<file path="config.mk">
export PLATFORM = sky130hd
export DESIGN_NAME = frame_buffer
export DESIGN_NICKNAME = d
export VERILOG_FILES = /design/src/logic/fb_cfg_pkg.sv /design/src/logic/fb_stream_pkg.sv /design/src/logic/fb_reg_if.sv /design/src/logic/frame_writer.sv /design/src/logic/frame_store.sv /design/src/logic/frame_reader.sv /design/src/logic/frame_buffer.sv
export SDC_FILE = /design/constraint.sdc
export NUM_CORES = 2
export LEC_CHECK = 0
export BUFFER_PORTS_ARGS = -buffer_cell sky130_fd_sc_hd__buf_4
export CAP_MARGIN = 10
export CORE_MARGIN = 2
export CORE_UTILIZATION = 32
export DETAILED_ROUTE_END_ITERATION = 8
export PLACE_DENSITY = 0.44
export SETUP_SLACK_MARGIN = 0.1
export SLEW_MARGIN = 20
export SYNTH_ARGS = -nofsm -noshare
export SYNTH_HDL_FRONTEND = slang
export SYNTH_SLANG_ARGS = --single-unit
</file>
<file path="constraint.sdc">
create_clock -name clk -period 11.1 [get_ports clk]
set_input_delay 0.555 -clock clk [delete_from_list [all_inputs] [get_ports clk]]
set_output_delay 0.555 -clock clk [all_outputs]
set_load 0.005 [all_outputs]
</file>
<file path="src/logic/fb_cfg_pkg.sv">
// frame geometry, slot count and register map; imported by every frame buffer block
package fb_cfg_pkg;

	localparam int PIX_WIDTH   = 16;                   // bits per pixel
	localparam int FRAME_W     = 8;                    // pixels per line
	localparam int FRAME_H     = 4;                    // lines per frame
	localparam int WORD_PIX    = 2;                    // pixels packed in one memory word
	localparam int FRAME_WORDS = FRAME_W * FRAME_H / WORD_PIX;
	localparam int SLOT_N      = 4;                    // slots in the ring at most
	localparam int SLOT_W      = 2;                    // slot index bits
	localparam int ADDR_W      = 6;                    // word address, slot index on top
	localparam int OFF_W       = ADDR_W - SLOT_W;      // word offset inside a slot
	localparam int COL_W       = $clog2(FRAME_W);      // column counter of the reader

	// apb register offsets
	localparam logic [7:0] REG_CTRL   = 8'h00; // en, pos_proc, irq mask
	localparam logic [7:0] REG_SLOTS  = 8'h04; // slots in use minus one
	localparam logic [7:0] REG_PROC   = 8'h08; // write 1 to release a held frame
	localparam logic [7:0] REG_STATUS = 8'h0C; // sticky status, write 1 to clear

	localparam int ST_FILLED  = 0;
	localparam int ST_FETCHED = 1;

	typedef struct packed {
		logic              en;         // buffer enable
		logic              pos_proc;   // hold frames until software marks them processed
		logic [SLOT_W-1:0] slots_sub1; // ring length minus one
		logic [1:0]        itr_en;     // indexed by ST_FILLED / ST_FETCHED
	} fb_cfg_t;

endpackage

</file>
<file path="src/logic/fb_stream_pkg.sv">
// pixel, memory word and stream beat types; imported by the data path blocks
package fb_stream_pkg;

	// bits in one memory word
	localparam int WORD_W = fb_cfg_pkg::PIX_WIDTH * fb_cfg_pkg::WORD_PIX;

	typedef logic [fb_cfg_pkg::PIX_WIDTH-1:0] pixel_t;

	// one memory word, plain bits for the ram or a pixel pair for pack / unpack
	// pix[0] sits in the low half and is the earlier pixel on the line
	typedef union packed {
		logic [WORD_W-1:0]                     raw;
		pixel_t [fb_cfg_pkg::WORD_PIX-1:0]     pix;
	} mem_word_u;

	// output stream beat
	typedef struct packed {
		pixel_t pix;
		logic   last; // end of line
	} vid_beat_t;

	// write port from the writer into the slot memory
	typedef struct packed {
		logic                          en;
		logic [fb_cfg_pkg::ADDR_W-1:0] addr; // {slot, word offset}
		mem_word_u                     data;
	} mem_wr_t;

endpackage

</file>
<file path="src/logic/fb_reg_if.sv">
// apb register block of the frame buffer, holds config, status and interrupt outputs
`timescale 1ns/100ps

module fb_reg_if (
	input  logic                clk,
	input  logic                rst_n,
	input  logic [7:0]          paddr,
	input  logic                psel,
	input  logic                penable,
	input  logic                pwrite,
	input  logic [31:0]         pwdata,
	output logic [31:0]         prdata,
	output fb_cfg_pkg::fb_cfg_t cfg,
	output logic                processed,   // one cycle, to the store
	input  logic                filled,      // one cycle, from the store
	input  logic                fetched,     // one cycle, from the store
	output logic                irq_filled,
	output logic                irq_fetched
);
	import fb_cfg_pkg::*;

	logic       wr_acc;  // write in access phase
	logic       rd_acc;  // read in access phase
	logic [1:0] status;  // sticky, indexed by ST_*
	logic [1:0] st_set;
	logic [1:0] st_clr;

	assign wr_acc = psel & penable & pwrite;
	assign rd_acc = psel & penable & ~pwrite;

	// ctrl layout: bit 0 en, bit 1 pos_proc, bits 9:8 interrupt mask
	always_ff @(posedge clk or negedge rst_n) begin
		if (!rst_n) begin
			cfg <= '0;
		end else if (wr_acc) begin
			if (paddr == REG_CTRL) begin
				cfg.en       <= pwdata[0];
				cfg.pos_proc <= pwdata[1];
				cfg.itr_en   <= pwdata[9:8];
			end
			if (paddr == REG_SLOTS) begin
				cfg.slots_sub1 <= pwdata[SLOT_W-1:0]; // upper bits ignored
			end
		end
	end

	// processed strobe, only bit 0 of the proc register counts
	always_ff @(posedge clk or negedge rst_n) begin
		if (!rst_n) begin
			processed <= 1'b0;
		end else begin
			processed <= wr_acc & (paddr == REG_PROC) & pwdata[0];
		end
	end

	always_comb begin
		st_set             = '0;
		st_set[ST_FILLED]  = filled;
		st_set[ST_FETCHED] = fetched;
	end

	// w1c on status
	assign st_clr = (wr_acc && paddr == REG_STATUS) ? pwdata[1:0] : 2'b00;

	always_ff @(posedge clk or negedge rst_n) begin
		if (!rst_n) begin
			status      <= '0;
			irq_filled  <= 1'b0;
			irq_fetched <= 1'b0;
		end else begin
			status      <= (status & ~st_clr) | st_set; // new event beats a clear
			irq_filled  <= status[ST_FILLED] & cfg.itr_en[ST_FILLED];
			irq_fetched <= status[ST_FETCHED] & cfg.itr_en[ST_FETCHED];
		end
	end

	// read mux, zero wait states
	always_comb begin
		prdata = '0;
		if (rd_acc) begin
			case (paddr)
				REG_CTRL: begin
					prdata[0]   = cfg.en;
					prdata[1]   = cfg.pos_proc;
					prdata[9:8] = cfg.itr_en;
				end
				REG_SLOTS:  prdata[SLOT_W-1:0] = cfg.slots_sub1;
				REG_STATUS: prdata[1:0]        = status;
				default:    prdata             = '0; // proc reads back zero
			endcase
		end
	end

endmodule

</file>
<file path="src/logic/frame_writer.sv">
// frame writer, packs input pixel pairs into words and writes them to the current slot
`timescale 1ns/100ps

module frame_writer (
	input  logic                          clk,
	input  logic                          rst_n,
	input  fb_stream_pkg::pixel_t         vin_pix,
	input  logic                          vin_valid,
	output logic                          vin_ready,
	input  logic [fb_cfg_pkg::SLOT_W-1:0] wr_slot,
	input  logic                          wr_free,   // slot empty and buffer enabled
	output fb_stream_pkg::mem_wr_t        wr,
	output logic                          wr_done    // last word of the frame
);
	import fb_cfg_pkg::*;
	import fb_stream_pkg::*;

	logic             acc;       // pixel taken this cycle
	logic             odd;       // next pixel completes a word
	pixel_t           pix_hold;  // even pixel of the pair
	logic [OFF_W-1:0] word_cnt;  // word offset inside the frame
	logic             frame_end;

	// back-pressure comes straight from the store
	assign vin_ready = wr_free;
	assign acc       = vin_valid & wr_free;
	assign frame_end = (word_cnt == OFF_W'(FRAME_WORDS - 1));

	always_ff @(posedge clk or negedge rst_n) begin
		if (!rst_n) begin
			odd      <= 1'b0;
			word_cnt <= '0;
		end else if (acc) begin
			odd <= ~odd;
			if (odd) begin
				word_cnt <= frame_end ? '0 : word_cnt + 1'b1;
			end
		end
	end

	// first pixel of a pair just waits here
	always_ff @(posedge clk) begin
		if (acc && !odd) begin
			pix_hold <= vin_pix;
		end
	end

	// word goes out in the same cycle the odd pixel is accepted
	always_comb begin
		wr.en          = acc & odd;
		wr.addr        = {wr_slot, word_cnt}; // slot base + offset
		wr.data.pix[0] = pix_hold;            // earlier pixel, low half
		wr.data.pix[1] = vin_pix;
	end

	assign wr_done = acc & odd & frame_end;

endmodule

</file>
<file path="src/logic/frame_store.sv">
// slot memory and slot state ring, decides when a slot may be written or read
`timescale 1ns/100ps

module frame_store (
	input  logic                          clk,
	input  logic                          rst_n,
	input  fb_cfg_pkg::fb_cfg_t           cfg,
	input  fb_stream_pkg::mem_wr_t        wr,
	input  logic                          wr_done,
	output logic [fb_cfg_pkg::SLOT_W-1:0] wr_slot,
	output logic                          wr_free,
	input  logic                          rd_en,
	input  logic [fb_cfg_pkg::ADDR_W-1:0] rd_addr,
	input  logic                          rd_done,
	output logic [fb_cfg_pkg::SLOT_W-1:0] rd_slot,
	output logic                          rd_avail,
	output fb_stream_pkg::mem_word_u      rd_data,
	input  logic                          processed,
	output logic                          filled,   // frame closed by the writer
	output logic                          fetched   // frame drained by the reader
);
	import fb_cfg_pkg::*;
	import fb_stream_pkg::*;

	typedef enum logic [1:0] {
		SL_EMPTY,
		SL_FILLED,
		SL_PROC     // filled and released by software
	} slot_st_e;

	logic [WORD_W-1:0] mem [SLOT_N * FRAME_WORDS];
	slot_st_e          slot_st [SLOT_N];
	logic [SLOT_W-1:0] wr_ptr;
	logic [SLOT_W-1:0] rd_ptr;

	assign wr_slot = wr_ptr;
	assign rd_slot = rd_ptr;
	assign wr_free = cfg.en & (slot_st[wr_ptr] == SL_EMPTY);
	// pos_proc holds a filled frame back until processed
	assign rd_avail = cfg.pos_proc ? (slot_st[rd_ptr] == SL_PROC)
	                               : (slot_st[rd_ptr] != SL_EMPTY);

	always_ff @(posedge clk) begin
		if (wr.en) begin
			mem[wr.addr] <= wr.data.raw;
		end
		if (rd_en) begin
			rd_data.raw <= mem[rd_addr]; // one cycle read, held until next rd_en
		end
	end

	always_ff @(posedge clk or negedge rst_n) begin
		if (!rst_n) begin
			for (int i = 0; i < SLOT_N; i++) begin
				slot_st[i] <= SL_EMPTY;
			end
			wr_ptr  <= '0;
			rd_ptr  <= '0;
			filled  <= 1'b0;
			fetched <= 1'b0;
		end else begin
			filled  <= wr_done;
			fetched <= rd_done;
			// only a filled slot at the read side can be released
			if (processed && slot_st[rd_ptr] == SL_FILLED) begin
				slot_st[rd_ptr] <= SL_PROC;
			end
			if (wr_done) begin
				slot_st[wr_ptr] <= SL_FILLED;
				wr_ptr          <= (wr_ptr == cfg.slots_sub1) ? '0 : wr_ptr + 1'b1;
			end
			if (rd_done) begin
				slot_st[rd_ptr] <= SL_EMPTY; // wins over a late processed
				rd_ptr          <= (rd_ptr == cfg.slots_sub1) ? '0 : rd_ptr + 1'b1;
			end
		end
	end

endmodule

</file>
<file path="src/logic/frame_reader.sv">
// frame reader, fetches words of the read slot and sends them out pixel by pixel
`timescale 1ns/100ps

module frame_reader (
	input  logic                          clk,
	input  logic                          rst_n,
	input  logic [fb_cfg_pkg::SLOT_W-1:0] rd_slot,
	input  logic                          rd_avail,
	output logic                          rd_en,
	output logic [fb_cfg_pkg::ADDR_W-1:0] rd_addr,
	input  fb_stream_pkg::mem_word_u      rd_data,
	output logic                          rd_done,   // last pixel of the frame taken
	output fb_stream_pkg::vid_beat_t      vout,
	output logic                          vout_valid,
	input  logic                          vout_ready
);
	import fb_cfg_pkg::*;
	import fb_stream_pkg::*;

	logic             cur_vld;   // word being unpacked
	mem_word_u        cur_word;
	logic             half;      // which pixel of cur_word is on the bus
	logic             pend_vld;  // store rd_data holds a word not yet claimed
	logic             pend_move; // pending word moves into cur_word
	logic             beat_acc;
	logic             word_done;
	logic [OFF_W-1:0] iss_cnt;   // next word offset to request
	logic             iss_all;   // whole frame requested
	logic [OFF_W-1:0] out_cnt;   // words fully sent
	logic [COL_W-1:0] col;

	assign beat_acc  = cur_vld & vout_ready;
	assign word_done = beat_acc & half;
	assign pend_move = pend_vld & (~cur_vld | word_done);

	// read ahead while a word place is free
	assign rd_en   = rd_avail & ~iss_all & (~pend_vld | pend_move);
	assign rd_addr = {rd_slot, iss_cnt};
	assign rd_done = word_done & (out_cnt == OFF_W'(FRAME_WORDS - 1));

	assign vout_valid = cur_vld;
	assign vout.pix   = cur_word.pix[half]; // pix[0] first
	assign vout.last  = (col == COL_W'(FRAME_W - 1));

	always_ff @(posedge clk or negedge rst_n) begin
		if (!rst_n) begin
			cur_vld  <= 1'b0;
			half     <= 1'b0;
			pend_vld <= 1'b0;
			iss_cnt  <= '0;
			iss_all  <= 1'b0;
			out_cnt  <= '0;
			col      <= '0;
		end else begin
			pend_vld <= rd_en | (pend_vld & ~pend_move); // data lands next cycle
			if (pend_move) begin
				cur_vld <= 1'b1;
			end else if (word_done) begin
				cur_vld <= 1'b0;
			end
			if (beat_acc) begin
				half <= ~half;
				col  <= vout.last ? '0 : col + 1'b1;
			end
			if (word_done) begin
				out_cnt <= rd_done ? '0 : out_cnt + 1'b1;
			end
			if (rd_en) begin
				if (iss_cnt == OFF_W'(FRAME_WORDS - 1)) begin
					iss_cnt <= '0;
					iss_all <= 1'b1; // stop until this frame is drained
				end else begin
					iss_cnt <= iss_cnt + 1'b1;
				end
			end
			if (rd_done) begin
				iss_all <= 1'b0; // next slot from the following cycle
			end
		end
	end

	always_ff @(posedge clk) begin
		if (pend_move) begin
			cur_word <= rd_data;
		end
	end

endmodule

</file>
<file path="src/logic/frame_buffer.sv">
// frame buffer top level, wires the register block, writer, slot store and reader
`timescale 1ns/100ps

module frame_buffer (
	input  logic                     clk,
	input  logic                     rst_n,
	// apb
	input  logic [7:0]               paddr,
	input  logic                     psel,
	input  logic                     penable,
	input  logic                     pwrite,
	input  logic [31:0]              pwdata,
	output logic [31:0]              prdata,
	// input pixel stream
	input  fb_stream_pkg::pixel_t    vin_pix,
	input  logic                     vin_valid,
	output logic                     vin_ready,
	// output pixel stream
	output fb_stream_pkg::vid_beat_t vout,
	output logic                     vout_valid,
	input  logic                     vout_ready,
	// interrupts
	output logic                     irq_filled,
	output logic                     irq_fetched
);
	import fb_cfg_pkg::*;
	import fb_stream_pkg::*;

	fb_cfg_t           cfg;
	logic              processed;
	logic              filled;
	logic              fetched;
	mem_wr_t           wr;        // writer to store
	logic              wr_done;
	logic [SLOT_W-1:0] wr_slot;
	logic              wr_free;
	logic              rd_en;     // reader to store
	logic [ADDR_W-1:0] rd_addr;
	logic              rd_done;
	logic [SLOT_W-1:0] rd_slot;
	logic              rd_avail;
	mem_word_u         rd_data;

	fb_reg_if i_fb_reg_if (
		.clk(clk), .rst_n(rst_n),
		.paddr(paddr), .psel(psel), .penable(penable), .pwrite(pwrite),
		.pwdata(pwdata), .prdata(prdata),
		.cfg(cfg), .processed(processed), .filled(filled), .fetched(fetched),
		.irq_filled(irq_filled), .irq_fetched(irq_fetched)
	);

	frame_writer i_frame_writer (
		.clk(clk), .rst_n(rst_n),
		.vin_pix(vin_pix), .vin_valid(vin_valid), .vin_ready(vin_ready),
		.wr_slot(wr_slot), .wr_free(wr_free), .wr(wr), .wr_done(wr_done)
	);

	frame_store i_frame_store (
		.clk(clk), .rst_n(rst_n), .cfg(cfg),
		.wr(wr), .wr_done(wr_done), .wr_slot(wr_slot), .wr_free(wr_free),
		.rd_en(rd_en), .rd_addr(rd_addr), .rd_done(rd_done),
		.rd_slot(rd_slot), .rd_avail(rd_avail), .rd_data(rd_data),
		.processed(processed), .filled(filled), .fetched(fetched)
	);

	frame_reader i_frame_reader (
		.clk(clk), .rst_n(rst_n),
		.rd_slot(rd_slot), .rd_avail(rd_avail), .rd_en(rd_en), .rd_addr(rd_addr),
		.rd_data(rd_data), .rd_done(rd_done),
		.vout(vout), .vout_valid(vout_valid), .vout_ready(vout_ready)
	);

endmodule

</file>
==> run_results.csv <==
group,metric,value,unit
timing,report.final.slew_viol_count,0,
route,drc,0,
timing,rsz0062_at_grt,"no",
floorplanning,initial_core_util,32.2,%
yosys,synth.most_common_cell,"edfxtp_1",
cells_and_area,nets,4236,
global_routing,first_global_vias,41716,
yosys,synth_area_leader_cell,"edfxtp_1",
place,placed_cell_area,0.0887,sq mm
setup_path,ff2ff_setup_slack,6250,ps
yosys,synth_area_per_cell,21.3,sq um
clocking,cts.sinks,2173,
pwr,power.density,230,mW/mm^2
setup_path,cp_max_fo,82,
route,wl,249,mm
route,drtIter0Drc,4696,
floorplanning,die_w,515,um
yosys,yosys_register_bits,2173,
cells_and_area,drive_above_1_share,23.3,%
pwr,p_leak,30.2,nW
floorplanning,core.rowCount,187,
cells_and_area,final_cell_area,0.0959,sq mm
place,dp_hpwl,127,mm
global_routing,antenna_found_initial,16,
yosys,ys_async_sr_fraction,2.07,%
floorplanning,ios,116,
route,wl_per_cell,32.0,um
yosys,synth_cell_types,61,
yosys,yosys_most_used_dff,"edfxtp_1",
global_routing,grt_pass1_wl,342,mm
cells_and_area,final_core_util,36.9,%
timing,timing.slew.headroom,22.7,%
clocking,clock_latency,860,ps
yosys,synth_top_area_share,76.5,%
run_status,outcome,"finished clean",
timing,period_share,43.7,%
setup_path,worstSetupEndpointType,"flip-flop",
clocking,cts_setup_buffers,0,
place,routabilityCongestion,0.725,
clocking,cts_tree,"done",
timing,setup_violations,0,
setup_path,cp_data_arrival_time,5460,ps
global_routing,grt_usage,18.6,%
timing,fin_skew,35.8,ps
route,first_pass_iters,5,
yosys,seq_area_frac_synth,77.8,%
global_routing,overflow,0,
clocking,cts.htree.levels,4,
place,io_buffers,59,
timing,finalCriticalPeriod,4850,ps
timing,worstMarginPinSlew,1150,ps
setup_path,cp-start-kind,"flip-flop",
pwr,power,22.1,mW
flow_run,cap_viol_max_count,0,
clocking,clockBufferDepth,3,
clocking,cts-root-buf,"clkbuf_16",
yosys,synth.area.top_cells,"edfxtp_1, mux4_2, mux2i_1",
route,ant_nets,0,
cells_and_area,syn2layout_area_growth,14.7,%
route,viasPerCell,5.28,
pwr,worst_ir_drop_vdd,0.168,mV
global_routing,grt_max_degree,83,
timing,max_freq,206,MHz
timing,finalHoldViolCount,0,
clocking,cts_buffers,232,
hold_path,hold_class,"in2reg",
timing,setup_ws,6250,ps
timing,finalSetupTns,0,ps
yosys,synth_common_cells,"edfxtp_1, mux4_2, mux2i_1, nor2_1, nand2_1",
floorplanning,dieArea,0.265,sq mm
yosys,synth_edf_count,2128,
setup_path,critPathRequiredTime,11700,ps
floorplanning,die_h,515,um
yosys,synthCells,3927,
yosys,netlist_area,0.0836,sq mm
setup_path,critPathKind,"reg2reg",
place,place_ws,6160,ps
clocking,clk_pin_slew_worst_paths,60,ps
floorplanning,core_area,0.260,sq mm
route,vias,40941,
yosys,ys_warn_count,0,
## power breakdown
part,internal (mW),switching (mW),total [mW]
Sequential,9.16,0.177,9.33
Clock,4.17,3.15,7.32
Combinational,2.21,3.21,5.42
Total,15.5,6.54,22.1
## final timing paths
| kind | startpoint | to | cells after the start |
|---|---|---|---|
| worst max-delay path | i_frame_reader.iss_cnt[0]$_DFFE_PN0P_ | i_frame_store.rd_data[24]$_DFFE_PP_ | 7 |
| worst min-delay path | paddr[3] | i_fb_reg_if.status[1]$_DFF_PN0_ | 4 |
| worst max register to register | i_frame_reader.iss_cnt[0]$_DFFE_PN0P_ | i_frame_store.rd_data[24]$_DFFE_PP_ | 7 |
| worst min register to register | i_frame_store.rd_data[11]$_DFFE_PP_ | i_frame_reader.cur_word[11]$_DFFE_PP_ | 0 |
| max in group asynchronous | rst_n | i_frame_reader.iss_cnt[2]$_DFFE_PN0P_ | 2 |
| min in group asynchronous | rst_n | i_fb_reg_if.cfg[5]$_DFFE_PN0P_ | 2 |
## layer usage
metal | up-vias | share of wire, % | wire [um] | GRT usage (%)
li1 | 16889 | - | - | -
met1 | 22411 | 44 | 109000 | 26.1
met2 | 1313 | 47 | 117000 | 29.6
met3 | 326 | 6.7 | 16600 | 3.43
met4 | 2 | 2.5 | 6280 | 5.06
met5 | - | 0.0044 | 11 | 0
## critical path: stages, from the launching register on
cell,delay [ps]
dfrtp_4,970
buf_4,670
buf_12,580
mux4_2,600
mux2_2,300
a221oi_1,750
a21oi_1,260
and3_1,280
## cell type report
| cell class | count | area [sq um] |
|---|---|---|
| Antenna cell | 4 | 10.0 |
| Multi-Input combinational cell | 1515 | 17700 |
| Timing Repair Buffer | 222 | 1730 |
| Fill cell | 23770 | 164000 |
| Tap cell | 3402 | 4260 |
| Clock inverter | 116 | 856 |
| Sequential cell | 2173 | 65000 |
| Inverter | 16 | 60.1 |
| Clock buffer | 311 | 6220 |
## sequential cells by signal, indices dropped and copies added, names as in the netlist, 2 cells and up
register / count
i_frame_reader.col: 3
i_frame_reader.out_cnt: 4
i_frame_writer.word_cnt: 4
i_fb_reg_if.status: 2
i_frame_store.mem: 2048
i_frame_reader.cur_word: 32
i_fb_reg_if.cfg: 6
i_frame_writer.pix_hold: 16
i_frame_store.rd_data: 32
i_frame_store.rd_slot: 2
i_frame_store.slot_st: 8
i_frame_store.wr_slot: 2
i_frame_reader.iss_cnt: 4
## cells in the final DEF, fill, tap and decap left out, drive strengths merged, types with 13 or more instances in the layout
cell / instances
a21oi: 69
mux2: 35
o211ai: 19
o22ai: 53
nand2: 95
a22o: 14
o221ai: 47
a22oi: 52
o21ai: 51
clkinv: 99
mux4: 393
mux2i: 319
ha: 13
nand3: 15
inv: 20
a211oi: 49
dfrtp: 45
buf: 214
nor2: 112
clkbuf: 311
edfxtp: 2128
conb: 28
a221oi: 34
## through the flow
stage / hold slack, ps / instances
6_report: 86.4 / 7759
5_1_grt: 105 / 7756
4_1_cts: 31.6 / 7753
3_5_place_dp: 405 / 7318
3_3_place_gp: 401 / 7317
2_1_floorplan: 259 / 3954
## kinds of logic after synthesis
family	share of synthesized area (%)
flip-flops	77.8
AO/OA/AOI/OAI	3.66
adder cells (fa/ha/maj)	0.195
other	0.00449
multiplexers	14.9
buffers and inverters	1.82
XOR/XNOR	0.105
AND/OR/NAND/NOR	1.50
## what timing repair did
action                                 4_1_cts  5_1_grt
resized for setup                            0        0
hold buffers                                 8        0
endpoints found under the hold margin       53        0
Power figures use the tool's default switching activity.
